File: src/include/fifo16_cfg.svh
`ifndef FIFO16_CFG_SVH
`define FIFO16_CFG_SVH

////////////////////////////////////////////////////////////////////////////
// Channel and group geometry
////////////////////////////////////////////////////////////////////////////

`define FIFO16_NUM_CH     16     // Channels per group bus
`define FIFO16_NUM_GRP    6      // Group buses per sample
`define FIFO16_SMP_W      12     // Channel word
`define FIFO16_SMPMAX_W   3      // Up to 8 samples per event

////////////////////////////////////////////////////////////////////////////
// Buffer depths
////////////////////////////////////////////////////////////////////////////

`define FIFO16_CH_DEPTH   64     // Words per channel FIFO
`define FIFO16_HDR_DEPTH  4      // Pending event headers

////////////////////////////////////////////////////////////////////////////
// Trigger counters
////////////////////////////////////////////////////////////////////////////

`define FIFO16_L1A_W      24
`define FIFO16_MTCH_W     12

`endif
File: src/hdl/sample_pkg.sv
`include "fifo16_cfg.svh"

////////////////////////////////////////////////////////////////////////////
// Sample data as it arrives from the front end
////////////////////////////////////////////////////////////////////////////

package sample_pkg;

	// One digitised word of a single channel
	typedef logic [`FIFO16_SMP_W-1:0] smp_word_t;

	// Index of the group bus being loaded
	typedef logic [2:0] grp_sel_t;

	// All channel words of one group, channel 0 in the low bits
	typedef smp_word_t [`FIFO16_NUM_CH-1:0] grp_bus_t;

	// Sample index within an event, same width as SAMP_MAX
	typedef logic [`FIFO16_SMPMAX_W-1:0] smp_cnt_t;

endpackage

File: src/hdl/load_sequencer.sv
`timescale 1ns/1ps
`include "fifo16_cfg.svh"

module load_sequencer (
	input  logic                  WRCLK,
	input  logic                  RST_RESYNC,
	input  logic                  evt_start_i,
	input  sample_pkg::smp_cnt_t  samp_max_i,
	output sample_pkg::grp_sel_t  grp_sel_o,
	output logic                  wr_o,
	output logic                  busy_o
);

	logic                 run;
	sample_pkg::grp_sel_t grp_cnt;
	sample_pkg::smp_cnt_t smp_cnt;
	sample_pkg::smp_cnt_t smp_max_q;
	logic                 grp_last;
	logic                 smp_last;

	assign grp_last = (grp_cnt == sample_pkg::grp_sel_t'(`FIFO16_NUM_GRP - 1));
	assign smp_last = (smp_cnt == smp_max_q);

	////////////////////////////////////////////////////////////////////////////
	// Write burst of one group per clock over SAMP_MAX+1 passes
	////////////////////////////////////////////////////////////////////////////

	always_ff @(posedge WRCLK) begin
		if (RST_RESYNC) begin
			run       <= 1'b0;
			grp_cnt   <= '0;
			smp_cnt   <= '0;
			smp_max_q <= '0;
		end else if (!run) begin
			grp_cnt <= '0;
			smp_cnt <= '0;
			if (evt_start_i) begin
				run       <= 1'b1;
				smp_max_q <= samp_max_i;   // Held for the whole event
			end
		end else if (grp_last) begin
			grp_cnt <= '0;
			if (smp_last) begin
				run <= 1'b0;            // Last write of the event
			end else begin
				smp_cnt <= smp_cnt + 1'b1;
			end
		end else begin
			grp_cnt <= grp_cnt + 1'b1;
		end
	end

	assign grp_sel_o = grp_cnt;
	assign wr_o      = run;
	assign busy_o    = run;

	a_grp_in_range: assert property (
		@(posedge WRCLK) disable iff (RST_RESYNC)
		wr_o |-> (grp_sel_o < sample_pkg::grp_sel_t'(`FIFO16_NUM_GRP))
	) else $error("group select out of range during write");

endmodule

File: config.mk
export PLATFORM = sky130hd
export DESIGN_NAME = load_sequencer
export DESIGN_NICKNAME = d
export VERILOG_FILES = /design/src/hdl/sample_pkg.sv /design/src/hdl/load_sequencer.sv
export VERILOG_INCLUDE_DIRS = /design/src /design/src/include
export SDC_FILE = /design/constraint.sdc
export NUM_CORES = 1
export LEC_CHECK = 0
export BUFFER_PORTS_ARGS = -buffer_cell sky130_fd_sc_hd__buf_2
export CAP_MARGIN = 20
export CORE_MARGIN = 2
export CORE_UTILIZATION = 35
export CTS_BUF_LIST = sky130_fd_sc_hd__clkbuf_4
export DETAILED_ROUTE_END_ITERATION = 16
export GPL_TIMING_DRIVEN = 0
export MAX_ROUTING_LAYER = met4
export PLACE_DENSITY_LB_ADDON = 0.08
export SLEW_MARGIN = 20
export SYNTH_ARGS = -nofsm -noshare
export SYNTH_HDL_FRONTEND = slang
export SYNTH_SLANG_ARGS = --single-unit
File: constraint.sdc
create_clock -name WRCLK -period 3.15 [get_ports WRCLK]
set_clock_uncertainty 0.1 [all_clocks]
set_input_delay 0.4725 -clock WRCLK [delete_from_list [all_inputs] [get_ports WRCLK]]
set_output_delay 0.4725 -clock WRCLK [all_outputs]
set_load 0.02 [all_outputs]
# Word level (Yosys, flattened, before mapping)
# Index checks and enable logic that the tools add are counted.
[totals]
regBits = 10
inputBits = 6
[classes]
n_bitwise = 2
n_mux = 4
eq_ne = 2
reduce_logical = 4
addsub = 2
[ops]
columns = ["operator", "count"]
rows = [
  ["3-bit by 1-bit adder with 3-bit output, second input constant", 2],
  ["1-bit 2-to-1 mux", 4],
  ["2-bit AND reduction", 2],
  ["3-bit equality test", 1],
  ["3-bit equality test, second input constant", 1],
  ["3-bit OR reduction", 1],
  ["1-bit NOT", 2],
  ["2-bit OR reduction", 1],
]

# Logic depth before layout (Yosys ltp)
[logic_depth]
depth_word = 4
mapped_depth = 6
mapped_depth_nobuf = 6

# Least setup slack after synthesis
# OpenSTA, ideal clock, no wires.
[synth_path]
kind = "register to register"
from = "register grp_cnt[0] (netlist: grp_sel_o[0])"
to = "register smp_cnt[1]"
required_time_ns = 2.932
arrival_ns = 1.259
path_slack_ns = 1.673
setup_ns = 0.118
path_stages_with_launch = 6
path_cell_list = "dfxtp_1 -> ha_1 -> nand2_1 -> a31oi_2 -> mux2i_1 -> nor2_1"
[synth_between]
elab_chain_len = 2
[synth_rtl]
columns = ["element", "line", "text"]
rows = [
  ["from (decl)", "load_sequencer.sv:15", "sample_pkg::grp_sel_t grp_cnt;"],
  ["from (signal assigned)", "load_sequencer.sv:49", "grp_cnt <= grp_cnt + 1'b1;"],
  ["3-bit equality test", "load_sequencer.sv:21", "assign grp_last = (grp_cnt == sample_pkg::grp_sel_t'(`FIFO16_NUM_GRP - 1));"],
  ["2-bit AND reduction (no source line)", "n/a", ""],
  ["to (signal assigned)", "load_sequencer.sv:46", "smp_cnt <= smp_cnt + 1'b1;"],
  ["to (decl)", "load_sequencer.sv:16", "sample_pkg::smp_cnt_t smp_cnt;"],
]
# Every way passes these cells.
# A chain may end at the register's enable or synchronous reset.

# Worst setup path in the final report
[layout_path]
from = "register run (netlist: busy_o)"
to = "output wr_o"
[layout_lines]
columns = ["element", "line", "text"]
rows = [
  ["from (decl)", "load_sequencer.sv:14", "logic run;"],
  ["from (signal assigned)", "load_sequencer.sv:30", "run <= 1'b0;"],
  ["from (signal assigned)", "load_sequencer.sv:38", "run <= 1'b1;"],
  ["from (signal assigned)", "load_sequencer.sv:44", "run <= 1'b0;"],
  ["to (decl)", "load_sequencer.sv:10", "output logic wr_o,"],
]
# No word-level cell between the ends.

==> flow_summary.ini <==
[run_status]
status = finished clean

[die]
dieArea_um2 = 1630
core_area_um2 = 1270
rows = 13
die_y_um = 40.3
die_w_um = 40.3
start_util_pct = 36.4
ios = 11

[clocking]
path_clk_slew_ns = 0.06
clockBufferDepth = 2
cts_resized = 0
cts_buffers = 3
htreeDepth = 1
clock_latency_ns = 0.26
cts_tree = done
cts_setup_buffers = 0
postCtsHoldBufs = 0
cts-root-buf = clkbuf_4
cts.sinks = 10

[routing]
final_antenna_net_count = 0
wl_per_cell_um = 10.5
vias = 356
vias_per_cell = 4.62
drt_first_pass_iters = 3
initialDrtViolationCount = 3
postRouteWirelength_um = 805
drcViolationCount = 0

[timing]
period_share_pct = 48.1
hold_viol_final = 0
rsz0062_at_grt = false
slew_headroom_pct = 78.3
period_needed_ns = 1.51
setup_viol = 0
worstMarginPinSlew_ns = 0.326
timing.fmax_ghz = 0.660
final.setup.tns_ns = 0
slew_viol_final = 0

[place]
dpl.cell_count = 74
placed_area_um2 = 531
port_buffers = 10
place_hpwl_um = 625
gp_congestion = 0.664

[global_routing]
grt_overflow_total = 0
grt_pass1_vias = 277
groute.usage.overall_pct = 12.2
grt_first_pass_wirelength_mm = 1.14
antenna_found_initial = 0
grt_max_degree = 7

[synth]
yosysWarnings = 0
synth_cell_type_count = 18
synth_nets = 58
netlist_area_um2 = 462
seq_area_frac_synth_pct = 43.4
synthCells = 49
syn_avg_cell_area_um2 = 9.42
ys_seq_elements = 10

[worst_hold_path]
min_from = RST_RESYNC
hold_depth = 2
hold_end = smp_max_q[0]
min_path_type = in2reg

[critical_path]
r2r_setup_slack_ns = 1.71
rr_endpoint = smp_cnt[1]
cp.required_ns = 2.58
critPathKind = reg2out
start_kind = flop
crit_fanout = 6
worstPathArrival_ns = 0.94
cp-end-kind = output port
r2r_start = grp_sel_o[0]
ff2ff_path_depth = 5

[final_layout]
fill_cells = 139
drive_gt1_share_pct = 24.2
area_growth_pct = 19.8
nets = 73
fin_area_um2 = 553
stdcell_count = 77
diodes = 0

[pwr]
power-per-cell-area_nw_per_um2 = 446
leakagePower_nw = 0.239
irDropWorstVdd_mv = 0.217
fin_total_pwr_mw = 0.246

[job]
maxCapViolations = 0
synth_stat cells:
cell type  number  area share (%)
a21bo_1         1             2.2
a21oi_1         3             3.3
inv_1           2             1.6
nand2_1         3             2.4
nand3b_1        1             1.6
nor3_1          1             1.1
nor2_1          9             7.3
o22ai_1         1             1.4
nand4_1         1             1.4
buf_4           1             1.6
a31oi_2         1             2.7
mux2i_1         5              11
ha_1            3             8.1
xnor2_1         3             5.7
dfxtp_1        10              43
nand2b_1        2             2.7
nor2b_1         1             1.4
and3_1          1             1.4
report_power, final:
group,internal (mW),switching [mW],leakage [nW]
clock network,0.0441,0.0415,0.0138
registers,0.131,0.00387,0.0816
logic,0.0123,0.0140,0.144
total,0.187,0.0594,0.239
per-layer routing:
layer,routed length [um],global-route usage [%]
met5,0,-
met4,0,7.50
met3,38,8.33
met2,369,16.7
met1,396,12.8
sequential cells by signal, indices dropped and copies added, names as in the netlist:
name,cells
smp_max_q,3
busy_o,1
smp_cnt,3
grp_sel_o,3
cells by family after synthesis:
group	count (synthesis)	share of synthesized area [%]
simple gates	19	19.2
flops	10	43.4
fa+ha+maj	3	8.13
mux	5	10.8
compound gates	6	9.48
buf+inv	3	3.25
xor+xnor	3	5.69
how the worst max path moves through the flow:
stage	startpoint	end	slack, ns
6_report	busy_o	wr_o	1.64
5_1_grt	grp_sel_o[0]	smp_cnt[1]	1.57
4_1_cts	busy_o	wr_o	1.62
3_5_place_dp	grp_sel_o[0]	smp_cnt[1]	1.71
3_3_place_gp	grp_sel_o[0]	smp_cnt[1]	1.70
2_1_floorplan	grp_sel_o[0]	smp_cnt[1]	1.67
cell usage in the layout, fill, tap and decap left out, types with 2 or more instances in the layout:
cell type / synthesis / routed
xnor2_1: 3 / 3
inv_1: 2 / 2
clkbuf_4: 0 / 3
nand2_1: 3 / 3
dfxtp_1: 10 / 10
a21oi_1: 3 / 3
mux2i_1: 5 / 5
buf_2: 0 / 10
nand2b_1: 2 / 2
nor2_1: 9 / 9
ha_1: 3 / 3
critical path, stage by stage (launching register included):
cell     delay [ns]
dfxtp_1        0.41
buf_4          0.13
buf_2          0.15
layout make-up:
| type | count | area [um2] | share of cell area, % |
|---|---|---|---|
| multi-input combinational | 36 | 246 | 44.6 |
| buffer | 1 | 7.51 | 1.36 |
| clock buffer | 3 | 22.5 | 4.07 |
| tap | 15 | 18.8 | 3.39 |
| sequential | 10 | 200 | 36.2 |
| inverter | 2 | 7.51 | 1.36 |
| timing repair buffer | 10 | 50.0 | 9.05 |
metrics by stage:
stage / worst slack [ns] / hold WS (ns) / utilization (%)
after floorplan: 1.67 / 0.374 / -
after global placement: 1.70 / 0.354 / 41.8
after detailed placement: 1.71 / 0.365 / 41.8
after CTS: 1.62 / 0.326 / 43.6
after global routing: 1.57 / 0.328 / 43.6
final: 1.64 / 0.331 / 43.6
Power figures use the tool's default switching activity.
