**config.mk**
```make
export PLATFORM = sky130hd
export DESIGN_NAME = trig_counter
export DESIGN_NICKNAME = d
export VERILOG_FILES = /design/src/hdl/trigger_pkg.sv /design/src/hdl/trig_counter.sv
export VERILOG_INCLUDE_DIRS = /design/src /design/src/include
export SDC_FILE = /design/constraint.sdc
export NUM_CORES = 1
export LEC_CHECK = 0
export BUFFER_PORTS_ARGS = -buffer_cell sky130_fd_sc_hd__buf_2
export CAP_MARGIN = 25
export CORE_MARGIN = 2
export CORE_UTILIZATION = 50
export DETAILED_ROUTE_END_ITERATION = 8
export MAX_ROUTING_LAYER = met4
export PLACE_DENSITY = 0.81
export SLEW_MARGIN = 20
export SYNTH_ARGS = -nofsm -noshare
export SYNTH_HDL_FRONTEND = slang
export SYNTH_SLANG_ARGS = --single-unit
export TNS_END_PERCENT = 50
```
**constraint.sdc**
```tcl
create_clock -name WRCLK -period 9.68 [get_ports WRCLK]
set_input_delay 0.484 -clock WRCLK [delete_from_list [all_inputs] [get_ports WRCLK]]
set_output_delay 0.484 -clock WRCLK [all_outputs]
set_load 0.02 [all_outputs]
```
**src/include/fifo16_cfg.svh**
```systemverilog
`ifndef FIFO16_CFG_SVH
`define FIFO16_CFG_SVH

////////////////////////////////////////////////////////////////////////////
// Channel and group geometry
////////////////////////////////////////////////////////////////////////////

`define FIFO16_NUM_CH     16     // Channels per group bus
`define FIFO16_NUM_GRP    6      // Group buses per sample
`define FIFO16_SMP_W      12     // Channel word
`define FIFO16_SMPMAX_W   3      // Up to 8 samples per event

////////////////////////////////////////////////////////////////////////////
// Buffer depths
////////////////////////////////////////////////////////////////////////////

`define FIFO16_CH_DEPTH   64     // Words per channel FIFO
`define FIFO16_HDR_DEPTH  4      // Pending event headers

////////////////////////////////////////////////////////////////////////////
// Trigger counters
////////////////////////////////////////////////////////////////////////////

`define FIFO16_L1A_W      24
`define FIFO16_MTCH_W     12

`endif
```
**src/hdl/trigger_pkg.sv**
```systemverilog
`include "fifo16_cfg.svh"

////////////////////////////////////////////////////////////////////////////
// Trigger bookkeeping and the per-event header
////////////////////////////////////////////////////////////////////////////

package trigger_pkg;

	// Running count of L1A strobes
	typedef logic [`FIFO16_L1A_W-1:0] l1a_cnt_t;

	// Running count of L1A_MATCH strobes
	typedef logic [`FIFO16_MTCH_W-1:0] mtch_cnt_t;

	// Counts captured on the edge that starts the event
	// L1A count sits in the upper bits when read as a flat word
	typedef struct packed {
		l1a_cnt_t  l1a_cnt;
		mtch_cnt_t mtch_cnt;
	} evt_hdr_t;

endpackage

```
**src/hdl/trig_counter.sv**
```systemverilog
`timescale 1ns/1ps

module trig_counter (
	input  logic                  WRCLK,
	input  logic                  RST_RESYNC,
	input  logic                  l1a_i,
	input  logic                  l1a_match_i,
	input  logic                  busy_i,
	output logic                  evt_start_o,
	output trigger_pkg::evt_hdr_t hdr_o
);

	trigger_pkg::l1a_cnt_t  l1a_cnt;
	trigger_pkg::mtch_cnt_t mtch_cnt;
	trigger_pkg::l1a_cnt_t  l1a_cnt_nxt;
	trigger_pkg::mtch_cnt_t mtch_cnt_nxt;
	logic                   start;

	assign l1a_cnt_nxt  = l1a_i ? l1a_cnt + 1'b1 : l1a_cnt;
	assign mtch_cnt_nxt = l1a_match_i ? mtch_cnt + 1'b1 : mtch_cnt;

	// Busy from the sequencer rises one cycle after our pulse,
	// so our own pulse covers that gap
	assign start = l1a_match_i & ~busy_i & ~evt_start_o;

	////////////////////////////////////////////////////////////////////////////
	// Counters and start pulse
	////////////////////////////////////////////////////////////////////////////

	always_ff @(posedge WRCLK) begin
		if (RST_RESYNC) begin
			l1a_cnt     <= '0;
			mtch_cnt    <= '0;
			evt_start_o <= 1'b0;
		end else begin
			l1a_cnt     <= l1a_cnt_nxt;
			mtch_cnt    <= mtch_cnt_nxt;   // Counted even while loading
			evt_start_o <= start;
		end
	end

	// Header includes the strobes of the start edge itself
	always_ff @(posedge WRCLK) begin
		if (start) begin
			hdr_o.l1a_cnt  <= l1a_cnt_nxt;
			hdr_o.mtch_cnt <= mtch_cnt_nxt;
		end
	end

	// Only one event may be loading at a time
	a_start_not_busy: assert property (
		@(posedge WRCLK) disable iff (RST_RESYNC)
		evt_start_o |-> !busy_i
	) else $error("event start while sequencer busy");

endmodule

```
* After elaboration in Yosys (flattened, before gate mapping) *
Cells that the tools add are included.

word-level totals
  register bits = 73
  input bits = 5
  output and inout port bits = 37
  logic and storage cells = 13

operators by class
  $add $sub $neg = 2
  mux-type cells = 2
  bitwise operators = 4

operators with widths
  cell                   count
  $add 24x1->24 const B  1
  $mux 24                1
  $add 12x1->12 const B  1
  $mux 12                1
  $and 1x1->1            2
  $not 1->1              2

* Logic depth before layout (Yosys ltp) *
  depth in word-level cells = 3
  depth in mapped cells = 5

* Least setup slack after synthesis *
OpenSTA, ideal clock, no wires.

  path kind = input-to-reg
  from = in busy_i
  to = reg hdr_o[0] (netlist name) (enable)
  setup time = 0.484 ns
  data arrival time = 3.207 ns
  data required time = 9.196 ns
  slack = 5.989 ns
  stages on the path = 1
  path through = nor3b_1

on the way
  word-level cells in the longest chain between the ends = 3

ends and longest elaborated chain
  item                       line                source
  from (decl)                trig_counter.sv:8   input logic busy_i,
  $not 1->1                  trig_counter.sv:24  assign start = l1a_match_i & ~busy_i & ~evt_start_o;
  $and 1x1->1 (2 in series)  trig_counter.sv:24
  to (decl)                  trig_counter.sv:10  output trigger_pkg::evt_hdr_t hdr_o

No other way between the ends.
A chain may end at the register's enable or synchronous reset.

* Final worst setup path *
  from = reg l1a_cnt[0]
  to = reg l1a_cnt[14]

on the way
  word-level cells in the longest chain between the ends = 2

ends and longest elaborated chain
  item                    line                source
  from (decl)             trig_counter.sv:13  trigger_pkg::l1a_cnt_t l1a_cnt;
  from (signal assigned)  trig_counter.sv:36  l1a_cnt <= l1a_cnt_nxt;
  $add 24x1->24           trig_counter.sv:19  assign l1a_cnt_nxt = l1a_i ? l1a_cnt + 1'b1 : l1a_cnt;
  $mux 24                 trig_counter.sv:19

No other way between the ends.

==> reports/results.tsv <==
stage	metric	value	unit
route	Routed Wire Length	4640	um
route	DR pass1 iterations	4	
clock_network	H-tree Lvls	3	
timing	final count of negative-setup-slack endpoints	0	
global_route	met2 usage in global routing	25.9	%
critical_path	Setup crit end kind	flop	
synthesis	Post-Syn Area	0.00296	mm2
clock_network	TritonCTS Buffers	9	
floorplanning	Die W	81.0	um
final_layout	Layout area overhead	16.0	%
final_layout	Final #Nets	287	
power_and_ir_drop	P_int	461	uW
power_and_ir_drop	Seq pwr share	56.2	%
place	DPL Wire Length	3060	um
clock_network	# resized after CTS	0	
timing	Final WS setup	7.72	ns
timing	min cycle time layout	1.96	ns
critical_path	CP arrival	2.20	ns
flow_run	max cap viols	0	
floorplanning	Core Region	0.00582	mm2
synthesis	post-synthesis mux area share	4.69	%
global_route	total track usage	16.1	%
synthesis	number of flops mapped to enable cells by yosys	36	
critical_path	crit-path cells	ha_1 -> nand3_1 -> nor4_4 -> and3_1 -> mux2_1	
power_and_ir_drop	Peak supply drop	0.0813	mV
route	post-route ant nets	0	
route	Avg WL per Cell	12.9	um
power_and_ir_drop	Combinational Power Share	5.1	%
run_status	status	complete, no violations	
synthesis	Synth top cells by count	dfxtp_1, edfxtp_1, nor2b_1	
timing	Slew Viols, Final	0	
place	Port Buffer Count	41	
synthesis	Syn Nets	240	
synthesis	sequential-to-total area share from yosys stat	61.5	%
clock_network	# hold bufs at CTS	0	
global_route	met3 GRT Util	3.33	%
place	DP Worst Slack	7.63	ns
synthesis	count leader, synth	dfxtp_1	
synthesis	YS warnings	0	
timing	RSZ-0062 raised after global routing	no	
timing	final worst-path cycle share	20.3	%
timing	Fin Hold WS	0.544	ns
synthesis	Synth Flop Type	dfxtp_1	
clock_network	root buffer cell	clkbuf_8	
critical_path	max incr delay on CP	0.43	ns
synthesis	area leader, netlist	edfxtp_1	
clock_network	Clock Sink Count	73	
power_and_ir_drop	Net Sw Frac	23.0	%
final_layout	fin util	59.1	%
timing	final setup TNS	0	ns
power_and_ir_drop	Cell Pwr Density	174	mW/mm2
global_route	number of global-route vias before repair	1751	
synthesis	Post-Syn Area per Cell	12.7	um2
global_route	GR Util met1	18.7	%
synthesis	#FFs+latches synth	73	
power_and_ir_drop	Leak Pwr	1.41	nW
global_route	Overflow after GRT	0	
critical_path	CP Launch Type	flop	
floorplanning	Starting Density	50.9	%
critical_path	Worst Path Required	9.92	ns
power_and_ir_drop	Pwr Total	599	uW
route	Starting DRT DRC Count	98	
timing	Slew HR	44.0	%
clock_network	TritonCTS clock tree	yes	
min_path	Worst Hold Class	reg -> reg	
synthesis	top cells by area, synth	edfxtp_1, dfxtp_1, nor2b_1, xnor2_1, xor2_1	
clock_network	CTS Buffer Depth	2	
synthesis	largest family of logic cells by synthesized area	simple AND/OR/NAND/NOR gates	
final_layout	Antenna Cells	0	
global_route	gr busiest metal	met2	
synthesis	Synth Area in XOR/XNOR	9.76	%
timing	Fin. Hold Viols	0	
timing	Max Clk Rate	0.510	GHz
critical_path	Crit Path Max Fanout	7	
clock_network	Reg clk slew, reported paths	0.07	ns
route	vias	1799	
synthesis	Synth top area share	36.5	%
global_route	initial antenna violation count	0	
synthesis	Netlist cell types	31	
timing	final clock skew	0.00735	ns
synthesis	Syn Inst Count	233	
critical_path	Crit-path slowest cell	dfxtp_1	
critical_path	crit path kind	reg -> reg	
route	Vias/cell	5.00	
synthesis	Post-Synth Adder-Cell Area	0.845	%
power_and_ir_drop	sw power	138	uW
final_layout	share of cells above drive strength 1	26.3	%
synthesis	Synth Area in Simple Gates	21.3	%
clock_network	setup bufs post-CTS	0	
place	RD Place Congestion	0.825	
power_and_ir_drop	clock power share	38.7	%
route	# DRC	0	
global_route	first-pass GRT wire length	7740	um
clock_network	Clk Latency, worst-skew pair	0.35	ns
floorplanning	die height	81.0	um
synthesis	post-synthesis async set-or-reset flop share	0	%
global_route	largest net degree at the start of global routing	49	
floorplanning	# rows	28	
floorplanning	io pins	42	
synthesis	Synth Area in Compound Gates	0.633	%
floorplanning	Die ar.	0.00656	mm2
timing	Slew @ Worst Pin	0.839	ns
cells by family after synthesis:
logic type	after synthesis
simple gates	102
flops	73
xor+xnor	33
mux	12
buf+inv	8
compound gates	3
fa+ha+maj	2
layer usage:
layer	up-vias	routed length, um
li1	915	-
met1	843	2090
met2	32	2270
met3	9	162
met4	0	118
met5	-	0
power by group through the flow:
stage,logic (mW),clock network [mW],registers [mW]
4_1_cts,0.0309,0.236,0.336
2_1_floorplan,0.0114,0,0.353
3_5_place_dp,0.0308,0,0.343
6_report,0.0305,0.232,0.336
5_1_grt,0.0335,0.248,0.337
3_3_place_gp,0.0300,0,0.343
cell usage in the layout, fill, tap and decap left out, types with 11 or more instances in the layout:
cell,instances
dfxtp_1,37
nor2_1,13
xor2_1,14
buf_2,41
edfxtp_1,36
xnor2_1,19
nand2_1,11
nor2b_1,35
registers in the layout, indices dropped and copies added, names as in the netlist:
name and flops:
evt_start_o 1, hdr_o 36, l1a_cnt 24, mtch_cnt 12
worst paths after layout:
kind	depth (start not counted)	from	slack, ns	to
setup reg to reg	5	l1a_cnt[0]	7.72	l1a_cnt[14]
hold reg to reg	2	l1a_cnt[18]	0.54	l1a_cnt[18]
setup / recovery	5	l1a_cnt[0]	7.72	l1a_cnt[14]
hold / removal	2	l1a_cnt[18]	0.54	l1a_cnt[18]
per-stage QoR:
step	instances	instance area (um2)
after floorplan	233	2960
after global placement	344	3240
after detailed placement	344	3240
after CTS	360	3440
after global routing	360	3440
final	360	3440
critical path, delay by kind of cell (launching register included):
| family | cells | cell delay, ns |
|---|---|---|
| AND/OR/NAND/NOR | 3 | 0.84 |
| flip-flops | 1 | 0.43 |
| multiplexers | 1 | 0.34 |
| adder cells (fa/ha/maj) | 1 | 0.25 |
final cells by class:
cell class	count	area, um2
tap	75	93.8
timing repair buffer	42	213
fill	480	2380
multi-input combinational	152	1110
clock inverter	7	70.1
inverter	2	7.51
clock buffer	9	124
sequential	73	1820
Power figures use the tool's default switching activity.
