--- config.mk ---
export PLATFORM = sky130hd
export DESIGN_NAME = group_mux
export DESIGN_NICKNAME = d
export VERILOG_FILES = /design/src/hdl/sample_pkg.sv /design/src/hdl/group_mux.sv
export VERILOG_INCLUDE_DIRS = /design/src /design/src/include
export SDC_FILE = /design/constraint.sdc
export NUM_CORES = 1
export LEC_CHECK = 0
export CAP_MARGIN = 5
export CORE_AREA = 2 2 527 529
export DETAILED_ROUTE_END_ITERATION = 6
export DIE_AREA = 0 0 529 531
export DONT_BUFFER_PORTS = 1
export PLACE_DENSITY = 0.3
export SKIP_LAST_GASP = 1
export SLEW_MARGIN = 5
export SYNTH_ARGS = -nofsm -noshare
export SYNTH_HDL_FRONTEND = slang
export SYNTH_SLANG_ARGS = --single-unit
--- constraint.sdc ---
create_clock -name WRCLK -period 1.6 [get_ports WRCLK]
set_input_delay 0.24 -clock WRCLK [delete_from_list [all_inputs] [get_ports WRCLK]]
set_output_delay 0.24 -clock WRCLK [all_outputs]
set_load 0.01 [all_outputs]
--- src/include/fifo16_cfg.svh ---
`ifndef FIFO16_CFG_SVH
`define FIFO16_CFG_SVH

////////////////////////////////////////////////////////////////////////////
// Channel and group geometry
////////////////////////////////////////////////////////////////////////////

`define FIFO16_NUM_CH     16     // Channels per group bus
`define FIFO16_NUM_GRP    6      // Group buses per sample
`define FIFO16_SMP_W      12     // Channel word
`define FIFO16_SMPMAX_W   3      // Up to 8 samples per event

////////////////////////////////////////////////////////////////////////////
// Buffer depths
////////////////////////////////////////////////////////////////////////////

`define FIFO16_CH_DEPTH   64     // Words per channel FIFO
`define FIFO16_HDR_DEPTH  4      // Pending event headers

////////////////////////////////////////////////////////////////////////////
// Trigger counters
////////////////////////////////////////////////////////////////////////////

`define FIFO16_L1A_W      24
`define FIFO16_MTCH_W     12

`endif
--- src/hdl/sample_pkg.sv ---
`include "fifo16_cfg.svh"

////////////////////////////////////////////////////////////////////////////
// Sample data as it arrives from the front end
////////////////////////////////////////////////////////////////////////////

package sample_pkg;

	// One digitised word of a single channel
	typedef logic [`FIFO16_SMP_W-1:0] smp_word_t;

	// Index of the group bus being loaded
	typedef logic [2:0] grp_sel_t;

	// All channel words of one group, channel 0 in the low bits
	typedef smp_word_t [`FIFO16_NUM_CH-1:0] grp_bus_t;

	// Sample index within an event, same width as SAMP_MAX
	typedef logic [`FIFO16_SMPMAX_W-1:0] smp_cnt_t;

endpackage

--- src/hdl/group_mux.sv ---
`timescale 1ns/1ps
`include "fifo16_cfg.svh"

module group_mux (
	input  logic                 WRCLK,
	input  logic                 RST_RESYNC,
	input  sample_pkg::grp_bus_t grp_i [`FIFO16_NUM_GRP],
	input  sample_pkg::grp_sel_t grp_sel_i,
	input  logic                 wr_i,
	output sample_pkg::grp_bus_t ch_data_o,
	output logic                 ch_wr_o
);

	sample_pkg::grp_bus_t sel_bus;

	// Unused select codes give zero
	always_comb begin
		sel_bus = '0;
		for (int g = 0; g < `FIFO16_NUM_GRP; g++) begin
			if (grp_sel_i == sample_pkg::grp_sel_t'(g)) begin
				sel_bus = grp_i[g];
			end
		end
	end

	// Word per channel lined up with the delayed strobe
	always_ff @(posedge WRCLK) begin
		for (int ch = 0; ch < `FIFO16_NUM_CH; ch++) begin
			ch_data_o[ch] <= sel_bus[ch];
		end
	end

	always_ff @(posedge WRCLK) begin
		if (RST_RESYNC) begin
			ch_wr_o <= 1'b0;
		end else begin
			ch_wr_o <= wr_i;
		end
	end

endmodule

Yosys cells after proc, flatten, opt, wreduce, memory -nomap -nowiden
Index checks and enable logic that the tools add are counted.
Widths: inputs -> output; s select.
Cells by class
  add/subtract/negate cells: 0
  multiply operators: 0
  div/mod/pow operators: 0
  $lt $le $gt $ge: 0
  eq/ne operators: 5
  shift operators: 0
  multiplexer cells: 6
  bitwise operators: 0
  reduce and logical (&&, ||, !) cells: 1
Operator list (number)
  $mux 192: 6
  $eq 3x2->1 const B: 2
  $eq 3x3->1 const B: 2
  $eq 3x1->1 const B: 1
  $logic_not 3->1: 1
Storage, ports and cells
  flip-flop bits (word level): 193
  bits in latches: 0
  RAM bits: 0
  ROM bits: 0
  bits of input ports: 1158
  output and inout port bits: 193
  word-level logic and storage cells: 29
  memories kept: 0

Longest topological paths before layout
  depth after elaboration: 7
  gate-level depth with buffers: 7
  depth with buffers taken out: 3

Worst setup path after synthesis
OpenSTA, ideal clock, no wires.
  path type: input to register
  from: input grp_sel_i[1]
  to: register ch_data_o[122] (netlist bit)
  library setup time: 0.148 ns
  data arrival time: 1.159 ns
  data required time: 1.452 ns
  slack: 0.292 ns
  cell stages on the path: 6
  path buffers: 3
  cell sequence: buf_6 > buf_8 > buf_4 > mux2_1 > o32ai_1 > a221oi_2
RTL lines
  from (decl): line group_mux.sv:8  | input sample_pkg::grp_sel_t grp_sel_i,
  to (signal, indexed assignment): line group_mux.sv:29  | ch_data_o[ch] <= sel_bus[ch];
  to (decl): line group_mux.sv:10  | output sample_pkg::grp_bus_t ch_data_o,

==> reports/qor.csv <==
metric,value,unit
run status,"finished, violations left",
violations in the final reports,"DRC, hold timing, slew limit, setup timing",
hold path endpoint,ch_data_o[36],
sequential-to-total area share from yosys stat,27.7,%
Clock Tree Buf Depth,3,
initial core utilization,5.06,%
Post-synth EDFFs,0,
Hold Fails Final Rpt,100,
TritonCTS clock tree,done,
final weighted congestion in routability-driven placement,0.947,
number of warnings printed during yosys synthesis,0,
cell type contributing the most total cell area after synthesis,sky130_fd_sc_hd__dfxtp_1,
required time of the worst setup path,2.06,ns
final clock period utilization by the worst path,136,%
standard-cell row count,193,
final standard cell count with taps included and fillers excluded,5284,
nets@finish,2711,
number of clock sinks seen by CTS,193,
worst hold-check path type,input pin to flop,
GRT Resource Usage Total,11.9,%
cell count after synthesis,1372,
pre-CTS setup slack,-0.423,ns
peak clock frequency supported by timing,0.458,GHz
area of the mapped netlist,13900,um2
critical path launch point,grp_sel_i[1],
DRT antenna net count,0,
via count of the first global-routing pass,15150,
Slew HR,-6.89,%
endpoint arrival time on the critical path,2.64,ns
Root Buffer,sky130_fd_sc_hd__clkbuf_16,
RSZ-0062 raised after global routing,yes,
Crit Path Max Fanout,385,
sequential power share,38.6,%
Worst-Margin Slew,1.60,ns
most common library cells after synthesis,"193 x sky130_fd_sc_hd__dfxtp_1, 192 x sky130_fd_sc_hd__o21ai_0, 192 x sky130_fd_sc_hd__o22ai_1",
detailed-route wire length,184000,um
Yosys top cell area share,27.7,%
Post-DP HPWL,152000,um
cell types occupying the most area after synthesis,"sky130_fd_sc_hd__dfxtp_1 28%, sky130_fd_sc_hd__a221oi_2 13%, sky130_fd_sc_hd__o32ai_1 9.6%, sky130_fd_sc_hd__o22ai_1 8.6%, sky130_fd_sc_hd__mux2_1 8.0%",
PnR Total Power,15.9,mW
part of the power in combinational logic,24.9,%
"FF+latch count, synth",193,
via count,16591,
number of ports placed on the die boundary,1351,
routed len/inst,34.7,um
most instantiated library cell after synthesis,sky130_fd_sc_hd__dfxtp_1,
Clock Power Share,36.5,%
final worst hold slack,-0.169,ns
Netlist cell types,20,
number of detailed-routing iterations run before antenna repair,7,
global-route wire length before repair,206000,um
area enclosed by the die boundary,281000,um2
antenna violations before repair,295,
net switching share of the total power,36.2,%
height of the die,531,um
share of synthesized flip-flops with an asynchronous set or reset,0,%
fraction of final layout cells sized beyond drive strength 1,28.9,%
CTS Buf Count,21,
post-synthesis to final-layout area growth,60.1,%
number of DRC markers after the initial detailed-route iteration,1104,
startpoint of the most critical hold path,grp_sel_i[0],
final setup violating endpoints,160,
switching pwr,5.76,mW
Fill cells,32029,
standard cell core area,275000,um2
remaining design rule violation count,1,
critical setup path kind,input pin to flop,
max-cap viol count,0,
Final Worst Setup Slack,-0.583,ns
number of pins with negative max-slew slack in the final report,79,
Die X,529,um
Syn Area/Cell,10.2,um2
power per standard cell area,713,nW/um2
Synth Flop Type,sky130_fd_sc_hd__dfxtp_1,
hold-critical path depth,1,
final critical path time including I/O delays and setup,2.18,ns
cell count after placement,4881,
maximum number of pins on one net before global-route repair,387,
clock edge transition at the registers on the reported setup and hold paths,0.08,ns
buffers added on ports,0,
Layout Utilization,8.11,%
per-cell via count in the routed design,3.14,
Critical Path End Type,flop,
leakage power summed over all cells,5.92,nW
critical path launch point type,input pin,
"IR drop worst, VDD",0.680,mV
H-Tree Depth,4,
global-route congestion overflow total,0,
Syn Nets,2530,
Internal Pwr Total,10.1,mW
[area by class of cell]
type / count / area (um2) / share of cell area [%]
antenna: 114 / 285 / 1.28
clock buffer: 22 / 539 / 2.42
clock inverter: 11 / 109 / 0.488
inverter: 2 / 41.3 / 0.185
multi-input combinational: 964 / 9030 / 40.5
sequential: 193 / 3860 / 17.3
tap: 3607 / 4510 / 20.2
timing repair buffer: 371 / 3940 / 17.6
[worst max-delay path: stages]
cell	delay [ns]
sky130_fd_sc_hd__mux2_1	0.80
sky130_fd_sc_hd__o32ai_2	0.17
sky130_fd_sc_hd__a221oi_2	0.05
sky130_fd_sc_hd__dlygate4sd3_1	0.62
[worst max path at each step]
stage                           to  depth (start not counted)  slack (ns)
CTS                  ch_data_o[21]                          7       0.008
detailed placement    ch_data_o[5]                          5       -0.42
finish              ch_data_o[117]                          4       -0.58
floorplan           ch_data_o[122]                          6        0.29
global route         ch_data_o[21]                          7       -0.27
global placement    ch_data_o[187]                          5       -0.37
[layout by cell type, fill, tap and decap left out, types with 2 or more instances in the layout]
master	synthesis	layout
sky130_fd_sc_hd__a221oi_1	67	67
sky130_fd_sc_hd__a221oi_2	125	125
sky130_fd_sc_hd__buf_12	0	16
sky130_fd_sc_hd__buf_16	0	8
sky130_fd_sc_hd__buf_4	16	95
sky130_fd_sc_hd__buf_6	33	7
sky130_fd_sc_hd__clkbuf_16	0	31
sky130_fd_sc_hd__clkinv_2	0	2
sky130_fd_sc_hd__clkinv_4	0	2
sky130_fd_sc_hd__dfxtp_1	193	192
sky130_fd_sc_hd__diode_2	0	114
sky130_fd_sc_hd__dlygate4sd3_1	0	235
sky130_fd_sc_hd__inv_6	0	5
sky130_fd_sc_hd__mux2_1	99	99
sky130_fd_sc_hd__mux2_2	93	93
sky130_fd_sc_hd__o21ai_0	192	190
sky130_fd_sc_hd__o21ai_1	0	2
sky130_fd_sc_hd__o22ai_1	192	192
sky130_fd_sc_hd__o32ai_1	152	133
sky130_fd_sc_hd__o32ai_2	40	52
sky130_fd_sc_hd__o32ai_4	0	7
[cells by family (layout without fill, tap and decap cells)]
kind of cell	count (synthesis)	after routing	synth area share, %
flops	193	193	27.7
simple gates	3	4	0.189
other cells	0	114	0
mux	192	192	15.5
buf+inv	216	406	9.17
compound gates	768	768	47.4
[per-layer routing]
metal / up-vias / track usage (%) / share of wire, %
met5: - / 0.667 / 0.61
met4: 168 / 6.02 / 6.1
met3: 623 / 7.61 / 15
met2: 1554 / 18.3 / 43
met1: 7863 / 12.3 / 36
li1: 6383 / - / -
[per-stage QoR]
| step | TNS (ns) | hold slack [ns] | cell area, um2 |
|---|---|---|---|
| after floorplan | 0 | 0.312 | 13900 |
| after global placement | -30.93 | 0.315 | 18400 |
| after detailed placement | -29.46 | 0.320 | 18400 |
| after CTS | 0 | -0.323 | 20800 |
| after global routing | -11.75 | -0.268 | 22200 |
| final | -44.38 | -0.169 | 22300 |
[sequential cells by signal (all words and copies together), names as in the netlist]
| register | count |
|---|---|
| ch_data_o | 192 |
| ch_wr_o | 1 |
[power by group through the flow]
stage / Combinational [mW] / Clock (mW) / Sequential (mW)
after floorplan: 2.47 / 0 / 5.90
after global placement: 2.97 / 0 / 6.30
after detailed placement: 3.00 / 0 / 6.26
after CTS: 3.52 / 6.22 / 6.15
after global routing: 4.18 / 6.29 / 6.17
final: 3.95 / 5.80 / 6.15
[what timing repair did]
| action | 4_1_cts | 5_1_grt |
|---|---|---|
| pin swaps | 0 | 2 |
| gates cloned | 0 | 11 |
| hold buffers | 178 | 63 |
| setup buffers | 0 | 10 |
| hold endpoints to repair | 193 | 148 |
| setup endpoints to repair | 1 | 57 |
| gates resized for setup | 1 | 47 |
Power figures use the tool's default switching activity.
