**src/hdl/sync_fifo.sv**
```systemverilog
`timescale 1ns/1ps

module sync_fifo #(
	parameter type PAYLOAD_T = logic [7:0],
	parameter int  DEPTH     = 16
) (
	input  logic     WRCLK,
	input  logic     RST_RESYNC,
	input  logic     wr_i,
	input  PAYLOAD_T din_i,
	input  logic     rd_i,
	output PAYLOAD_T dout_o,
	output logic     empty_o,
	output logic     ovf_o
);

	localparam int AW = $clog2(DEPTH);

	PAYLOAD_T    mem [DEPTH];
	logic [AW:0] wr_ptr;
	logic [AW:0] rd_ptr;
	logic        full;
	logic        do_wr;
	logic        do_rd;

	// Extra pointer bit tells full from empty
	assign empty_o = (wr_ptr == rd_ptr);
	assign full    = (wr_ptr[AW] != rd_ptr[AW]) &&
	                 (wr_ptr[AW-1:0] == rd_ptr[AW-1:0]);

	assign do_wr = wr_i & ~full;      // Full drops the word
	assign do_rd = rd_i & ~empty_o;

	////////////////////////////////////////////////////////////////////////////
	// Pointers and overflow flag
	////////////////////////////////////////////////////////////////////////////

	always_ff @(posedge WRCLK) begin
		if (RST_RESYNC) begin
			wr_ptr <= '0;
			rd_ptr <= '0;
			ovf_o  <= 1'b0;
		end else begin
			if (do_wr) begin
				wr_ptr <= wr_ptr + 1'b1;
			end
			if (do_rd) begin
				rd_ptr <= rd_ptr + 1'b1;
			end
			if (wr_i && full) begin
				ovf_o <= 1'b1;          // Sticky until reset
			end
		end
	end

	////////////////////////////////////////////////////////////////////////////
	// Storage with the output registered on read
	////////////////////////////////////////////////////////////////////////////

	always_ff @(posedge WRCLK) begin
		if (do_wr) begin
			mem[wr_ptr[AW-1:0]] <= din_i;
		end
		if (do_rd) begin
			dout_o <= mem[rd_ptr[AW-1:0]];
		end
	end

	// Reading an empty FIFO would wrap the fill level past the depth
	a_no_read_empty: assert property (
		@(posedge WRCLK) disable iff (RST_RESYNC)
		(AW+1)'(wr_ptr - rd_ptr) <= (AW+1)'(DEPTH)
	) else $error("fill level out of range");

endmodule

```
**config.mk**
```make
export PLATFORM = sky130hd
export DESIGN_NAME = sync_fifo
export DESIGN_NICKNAME = d
export VERILOG_FILES = /design/src/hdl/sync_fifo.sv
export SDC_FILE = /design/constraint.sdc
export NUM_CORES = 1
export LEC_CHECK = 0
export ABC_CLOCK_PERIOD_IN_PS = 2700
export BUFFER_PORTS_ARGS = -buffer_cell sky130_fd_sc_hd__buf_2
export CORE_MARGIN = 2
export CORE_UTILIZATION = 61
export CTS_CLUSTER_SIZE = 25
export DETAILED_ROUTE_END_ITERATION = 16
export GPL_TIMING_DRIVEN = 1
export PLACE_DENSITY = 0.79
export SLEW_MARGIN = 5
export SYNTH_ARGS = -nofsm -noshare
export SYNTH_HDL_FRONTEND = slang
export SYNTH_SLANG_ARGS = --single-unit
```
**constraint.sdc**
```tcl
create_clock -name WRCLK -period 2.7 [get_ports WRCLK]
set_clock_uncertainty 0.05 [all_clocks]
set_input_delay 0.54 -clock WRCLK [delete_from_list [all_inputs] [get_ports WRCLK]]
set_output_delay 0.54 -clock WRCLK [all_outputs]
set_load 0.005 [all_outputs]
```
======== After elaboration in Yosys (flattened, before gate mapping) ========
Memory sizes are Yosys's and may differ from the RTL's. A register that Yosys moved wholly into a read port is not among the register bits.
Cells that the tools add are included.
W data, S select, Z words.
storage, ports and cells
  flip-flop bits (word level) ............. 11
  bits in latches ......................... 0
  RAM bits ................................ 128
  bits in read-only memories .............. 0
  input port bits ......................... 12
  output and inout bits ................... 10
  logic and storage cells ................. 17
  memories ................................ 1
operators by class
  add/sub/neg operators ................... 2
  multiply operators ...................... 0
  div/mod/pow operators ................... 0
  magnitude comparators ................... 0
  equality and inequality tests ........... 3
  shift operators ......................... 0
  mux-type cells .......................... 2
  bitwise operators ....................... 4
  reductions and logical operators ........ 2
memories
  name  depth  bits a word  rd ports  clocked after memory_dff  write ports  line  RTL
  mem   16     8            1         1                         1            19    PAYLOAD_T mem [DEPTH];
operator list
  cell                   number
  $add A5 B1 Y5 const B  2
  $eq A5 B5 Y1           1
  $eq A4 B4 Y1           1
  $and A1 B1 Y1          2
  $logic_and A1 B1 Y1    2
  $mux W1                2
  $not A1 Y1             2
  $ne A1 B1 Y1           1

======== Logic depth before layout (Yosys ltp) ========
Gate-level depths: netlist of run 1.
  depth in word-level cells ............... 6
  gate-level depth with buffers ........... 6
  gate-level depth less buffers ........... 4

======== Worst setup path after synthesis of run 1 ========
No wires, ideal clock.
  kind .................................... register to register
  from .................................... register rd_ptr[4]
  to ...................................... memory mem[0][0] (netlist bit) (enable)
  setup time .............................. 395 ps
  arrival time ............................ 1,879 ps
  required time ........................... 2,255 ps
  setup slack ............................. 376 ps
  stages on the path, launching flop included .. 4
  path buffers ............................ 0
  clock period less this slack ............ 2,324 ps
  cells stage by stage .................... dfxtp_1 > xnor2_1 > nor2_1 > nor4_1
on the way
  cells in the longest elaborated chain, start to end .. 6
RTL lines
  element                        line  RTL
  start: declaration             21    logic [AW:0] rd_ptr;
  start signal: assignment       48    rd_ptr <= rd_ptr + 1'b1;
  $ne A1 B1 Y1                   28    assign full = (wr_ptr[AW] != rd_ptr[AW]) &&
  $logic_and A1 B1 Y1            28
  $not A1 Y1                     31    assign do_wr = wr_i & ~full;
  $and A1 B1 Y1                  31
  $mux W1                        61    if (do_wr) begin
  $mux W1 (implied by the code)  62    mem[wr_ptr[AW-1:0]] <= din_i;
  end: declaration               19
No other way between the ends.

======== Final worst setup path of run 1 ========
  from .................................... register wr_ptr[1]
  to ...................................... output port empty_o
on the way
  cells in the longest elaborated chain, start to end .. 1
RTL lines
  element                   line  RTL
  start: declaration        20    logic [AW:0] wr_ptr;
  start signal: assignment  45    wr_ptr <= wr_ptr + 1'b1;
  $eq A5 B5 Y1              27    assign empty_o = (wr_ptr == rd_ptr);
  end: declaration          13    output logic empty_o,
No other way between the ends.

==> results of run 1 <==
cell families (layout without fill, tap and decap cells):
kind of cell / Yosys count / count (layout) / synth area share
muxes: 46 / 46 / 0.1740
and+or+nand+nor: 49 / 49 / 0.04039
buffers and inverters: 19 / 80 / 0.02292
xor gates and xnor gates: 6 / 6 / 0.008835
adders and majority gates: 5 / 5 / 0.01052
AOI/OAI and AO/OA: 17 / 17 / 0.01977
DFF: 147 / 147 / 0.7236
routing by layer:
metal,GRT usage,wire length [um],share of wire,vias up
met4,0.1275,468,0.037,0
met2,0.4289,6540,0.52,155
met1,0.3356,4762,0.38,1547
li1,-,-,-,1306
met3,0.07186,872,0.069,33
met5,0,0,0,-
state kept, by name (all words and copies together), names as in the netlist:
register  flops
rd_ptr        5
mem         128
dout_o        8
ovf_o         1
wr_ptr        5
stage by stage:
stage | setup WS, ns | total power, W | hold slack, ns
floorplan | 0.3762 | 0.003079 | 0.4105
global placement | 0.5711 | 0.003220 | 0.3951
detailed placement | 0.5528 | 0.003231 | 0.4184
CTS | 0.2793 | 0.005388 | 0.3116
global route | 0.1626 | 0.005509 | 0.3369
finish | 0.2756 | 0.005354 | 0.3220
worst min path at each step:
stage	to	cells after the start	slack, ns	startpoint
6_report	ovf_o	2	0.32	RST_RESYNC
5_1_grt	ovf_o	2	0.34	RST_RESYNC
4_1_cts	ovf_o	2	0.31	RST_RESYNC
3_5_place_dp	ovf_o	2	0.42	ovf_o
3_3_place_gp	ovf_o	2	0.40	ovf_o
2_1_floorplan	ovf_o	2	0.41	ovf_o
layout make-up:
| class | count | area (um^2) | share of cell area |
|---|---|---|---|
| Timing Repair Buffer | 44 | 290.3 | 0.04236 |
| Clock buffer | 20 | 425.4 | 0.06208 |
| Tap cell | 133 | 166.4 | 0.02428 |
| Sequential cell | 147 | 4305 | 0.6283 |
| Clock inverter | 11 | 113.9 | 0.01661 |
| Multi-Input combinational cell | 123 | 1533 | 0.2237 |
| Inverter | 5 | 18.77 | 0.002739 |
worst max-delay path, delay by kind of cell (launching register included):
family / cells / cell delay [ns]
xor gates and xnor gates: 1 / 0.26
buffers and inverters: 1 / 0.16
DFF: 1 / 0.36
and+or+nand+nor: 2 / 0.52
cell usage in the layout (no fill, tap or decap), types with 2 or more instances in the layout:
cell / Yosys / routed
nor4_2: 0 / 4
nand4_1: 6 / 6
nor2b_1: 6 / 6
or3_1: 2 / 2
nand2_1: 8 / 8
bufinv_16: 0 / 2
clkinvlp_4: 0 / 2
mux4_2: 22 / 22
edfxtp_1: 136 / 136
buf_2: 3 / 21
clkbuf_1: 4 / 3
mux4_1: 18 / 18
a211oi_1: 2 / 2
mux2_2: 5 / 5
clkbuf_16: 0 / 16
o21ai_0: 2 / 2
nor2_1: 18 / 18
ha_1: 5 / 5
inv_1: 4 / 4
a311o_1: 2 / 2
a21oi_1: 5 / 5
nor3_1: 3 / 3
xnor2_1: 5 / 5
a31oi_1: 2 / 2
buf_4: 0 / 22
clkinv_2: 0 / 6
dfxtp_1: 11 / 10
power breakdown:
group	switching (W)	total, W	internal (W)
registers	0.0000266	0.00259	0.00256
logic	0.000308	0.000609	0.000300
clock network	0.000860	0.00216	0.00130
total	0.00119	0.00535	0.00416
==> run summary, run 1 <==
status -> completed
Netlist Area Pre-Place -> 5948 um^2
worst flop-to-flop path startpoint -> wr_ptr[1]
Post-layout nets -> 355
gr usage total -> 0.2644
synthesized net count -> 306
slowest CP cell -> dfxtp_1
max_cap viols -> 0
first-pass GRT wire length -> 18,830 um
initial antenna violation count -> 0
Synth Warn # -> 0
num rows -> 36
slew margin rel. -> 0.3517
final non-filler cell total -> 483
reg2reg path depth -> 4
CTS tree -> done
Max clock buf depth -> 2
Setup TNS -> 0 ns
Max Clk Rate -> 412.5 MHz
crit path kind -> flop to output pin
Initial Util -> 0.6171
die width -> 102.7 um
Detailed Place HPWL -> 7104 um
CTS clock-pin slew for the worst setup and hold paths -> 0.06 ns
largest net degree at the start of global routing -> 36
n_diodes -> 0
maximum ir drop on the vdd rail -> 0.0005856 V
post-DR wirelength/cell -> 26.18 um
power per cell area -> 781.3 nW/um^2
vias -> 3,041
Req. time, crit path -> 2.11 ns
fin crit period -> 2.424 ns
share of cells above drive strength 1 -> 0.3029
crit-path cells -> xnor2_1, nand4_1, nor2_1, buf_2
area of placed instances -> 6314 um^2
number of DRC markers in iteration 0 -> 331
Port Buffer Count -> 21
Post-Syn Instances -> 289
worst reg2reg setup slack -> 0.49 ns
Async SR Flop Fraction -> 0
critical path startpoint -> wr_ptr[1]
most common cell in the synthesized netlist -> edfxtp_1
max incr delay on CP -> 0.36 ns
Core Region -> 9639 um^2
GPL Wtd Cong -> 0.8613
PostCTS Resize Cnt -> 0
Final Max Tran Viols -> 0
ANT nets after route -> 0
final core occ -> 0.7109
hold-fix buffer count after cts -> 0
endpoints failing setup -> 0
# DRC -> 0
Leakage -> 2.280 nW
I/O Pins -> 22
post-synthesis register bit count -> 147
Layout area overhead -> 15.21%
Design Area, Final -> 6853 um^2
Die Area -> 10,560 um^2
RSZ-0062 raised after global routing -> no
CTS sink cnt -> 147
crit start category -> flop
fillcell total -> 571
top post-synthesis cells by area -> edfxtp_1 (69%), mux4_2 (8.3%), mux4_1 (8.0%)
Chip Height -> 102.7 um
CP Capture Point -> empty_o
most common flop cell mapped by yosys -> edfxtp_1
routed vias/inst -> 6.296
worst hold path class -> input port to flop
Post-Place Cells -> 452
clk root buf -> clkbuf_8
final wirelength -> 12,650 um
CTS H-tree lvls -> 4
Post-synth EDFFs -> 136
final hold viol count -> 0
Critical Path Sink Type -> output pin
Critical Path AT -> 1.83 ns
Syn Area/Cell -> 20.58 um^2
Slew @ Worst Pin -> 0.9689 ns
gr ovfl total -> 0
leading area contributor after synthesis -> edfxtp_1
Setup Fix Bufs, Post-CTS -> 0
latest clock arrival within the worst-skew pair -> 0.53 ns
first drt pass iteration count -> 7
final worst path period share -> 0.8979
vias in the first global route -> 3,106
top cell type's share of synthesized area -> 0.6866
Seq/Total Area, Yosys -> 0.7236
crit path max fanout -> 6
RR Endpoint -> mem[10][7]
cts bufs inserted -> 17
Netlist cell types -> 34
Post-synth top cells -> edfxtp_1 (136), mux4_2 (22), mux4_1 (18), nor2_1 (18), dfxtp_1 (11)
Note: power is estimated with default switching activity, not from simulation.
==> run 2, diff against run 1 <==
--- a/config.mk
+++ b/config.mk
@@ -12,6 +12,7 @@
 export CTS_CLUSTER_SIZE = 25
 export DETAILED_ROUTE_END_ITERATION = 16
 export GPL_TIMING_DRIVEN = 1
+export MAX_ROUTING_LAYER = met4
 export PLACE_DENSITY = 0.79
 export SLEW_MARGIN = 5
 export SYNTH_ARGS = -nofsm -noshare
==> run 2 against run 1 <==
Compared with the run above:
- sequential power barely moved
- setup slack better by 0.012 ns
- utilization stayed put
- fmax grew 0.52%
- non-clock buffer count unchanged
- die area unchanged
- sequential cell count unchanged
- wire length is 0.17% higher
- global-route usage grew 0.87 points
- critical path type unchanged
- critical endpoint unchanged
- largest power group unchanged
- highest routed layer unchanged
==> run summary, run 2 (synthesized netlist as in run 1, its figures left out) <==
status -> completed
GPL Wtd Cong -> 0.8752 (+1.6%)
endpoints failing setup -> 0 (unchanged)
fin crit period -> 2.412 ns (-0.01247 ns)
Initial Util -> 0.6171 (unchanged)
Core Region -> 9639 um^2 (unchanged)
slew margin rel. -> 0.3160 (-0.03570)
number of DRC markers in iteration 0 -> 328 (-0.91%)
crit path kind -> flop to output pin
clk root buf -> clkbuf_8
vias in the first global route -> 3,103 (-0.097%)
CTS clock-pin slew for the worst setup and hold paths -> 0.06 ns (about the same)
cts bufs inserted -> 17 (unchanged)
gr usage total -> 0.2731 (+0.008745)
Hold Crit Depth -> 2 (unchanged)
gr ovfl total -> 0 (unchanged)
I/O Pins -> 22 (unchanged)
Layout area overhead -> 15.21% (unchanged)
reg2reg path depth -> 4 (unchanged)
# DRC -> 0 (unchanged)
worst flop-to-flop path startpoint -> wr_ptr[0]
worst reg2reg setup slack -> 0.49 ns (about the same)
Leakage -> 2.280 nW (unchanged)
ANT nets after route -> 0 (unchanged)
final non-filler cell total -> 483 (unchanged)
worst hold start -> RST_RESYNC
Final Max Tran Viols -> 0 (unchanged)
Die Area -> 10,560 um^2 (unchanged)
WHS Endpoint -> ovf_o
initial antenna violation count -> 0 (unchanged)
Detailed Place HPWL -> 7104 um (unchanged)
Max Clk Rate -> 414.6 MHz (+0.52%)
Post-layout nets -> 355 (unchanged)
Setup Fix Bufs, Post-CTS -> 0 (unchanged)
Setup TNS -> 0 ns (unchanged)
final hold viol count -> 0 (unchanged)
Slew @ Worst Pin -> 1.022 ns (+0.05336 ns)
post-DR wirelength/cell -> 26.22 um (+0.17%)
n_diodes -> 0 (unchanged)
worst hold path class -> input port to flop
num rows -> 36 (unchanged)
max_cap viols -> 0 (unchanged)
RR Endpoint -> mem[10][7]
first drt pass iteration count -> 4 (-3)
Port Buffer Count -> 21 (unchanged)
latest clock arrival within the worst-skew pair -> 0.52 ns (about the same)
most frequent cells in the layout -> edfxtp_1 (136), mux4_2 (22), buf_4 (22), buf_2 (21)
first-pass GRT wire length -> 18,860 um (+0.14%)
Critical Path AT -> 1.82 ns (about the same)
share of cells above drive strength 1 -> 0.3029 (unchanged)
maximum ir drop on the vdd rail -> 0.0005810 V (-0.78%)
crit path max fanout -> 6 (unchanged)
hold-fix buffer count after cts -> 0 (unchanged)
CTS H-tree lvls -> 4 (unchanged)
final wirelength -> 12,670 um (+0.17%)
PostCTS Resize Cnt -> 0 (unchanged)
die width -> 102.7 um (unchanged)
RSZ-0062 raised after global routing -> no
final core occ -> 0.7109 (unchanged)
total chip power -> 0.005352 W (about the same)
Chip Height -> 102.7 um (unchanged)
Req. time, crit path -> 2.11 ns (about the same)
CTS tree -> done
number of flip-flops in the largest register -> 128 (unchanged)
final worst path period share -> 0.8933 (-0.004619)
commonest non-fill, non-tap cell in the layout -> edfxtp_1
largest net degree at the start of global routing -> 36 (unchanged)
Post-Place Cells -> 452 (unchanged)
crit start category -> flop
vias -> 3,021 (-0.66%)
routed vias/inst -> 6.255 (-0.66%)
CTS sink cnt -> 147 (unchanged)
Max clock buf depth -> 2 (unchanged)
Critical Path Sink Type -> output pin
power per cell area -> 781.0 nW/um^2 (about the same)
==> run 2: worst max-delay path by stage <==
stage | endpoint | cells after the start | startpoint
after floorplan | mem[0][0] | 3 | rd_ptr[4]
after global placement | dout_o[5] | 3 | rd_ptr[0]
after detailed placement | dout_o[5] | 3 | rd_ptr[0]
after CTS | empty_o | 4 | wr_ptr[1]
after global routing | empty_o | 4 | wr_ptr[1]
final | empty_o | 4 | wr_ptr[1]
==> run 2: power by group <==
| group | switching (W) | internal (W) | leakage, nW | total (W) |
|---|---|---|---|---|
| combinational | 0.000310 | 0.000300 | 0.695 | 0.000610 |
| sequential | 0.0000263 | 0.00256 | 1.32 | 0.00259 |
| clock | 0.000856 | 0.00130 | 0.264 | 0.00215 |
==> run 2: cell type report <==
class | instances | area (um^2)
clock buffers | 20 | 425.4
clock inverters | 11 | 113.9
fillers | 571 | 2786
inverters | 5 | 18.77
multi-input cells | 123 | 1533
flip-flops and latches | 147 | 4305
well taps | 133 | 166.4
repair buffers | 44 | 290.3
==> run 2: worst max-delay path, cell delays in order (launching register included) <==
cell,delay (ns)
dfxtp_1,0.36
xnor2_1,0.26
nand4_1,0.26
nor2_1,0.26
buf_2,0.16
==> run 2: metal layers <==
layer / track usage / vias up / share of wire
met4: 0.1123 / 0 / 0.026
met1: 0.3356 / 1534 / 0.37
met2: 0.4319 / 160 / 0.53
met3: 0.07932 / 21 / 0.079
li1: - / 1306 / -
met5: - / - / 0
==> run 2: stage by stage <==
step	instance area, um^2	hold WS, ns	worst slack [ns]
finish	6853	0.3233	0.2881
global route	6853	0.3328	0.1585
CTS	6853	0.3116	0.2793
detailed placement	6314	0.4184	0.5528
global placement	6314	0.3951	0.5711
floorplan	5948	0.4105	0.3762
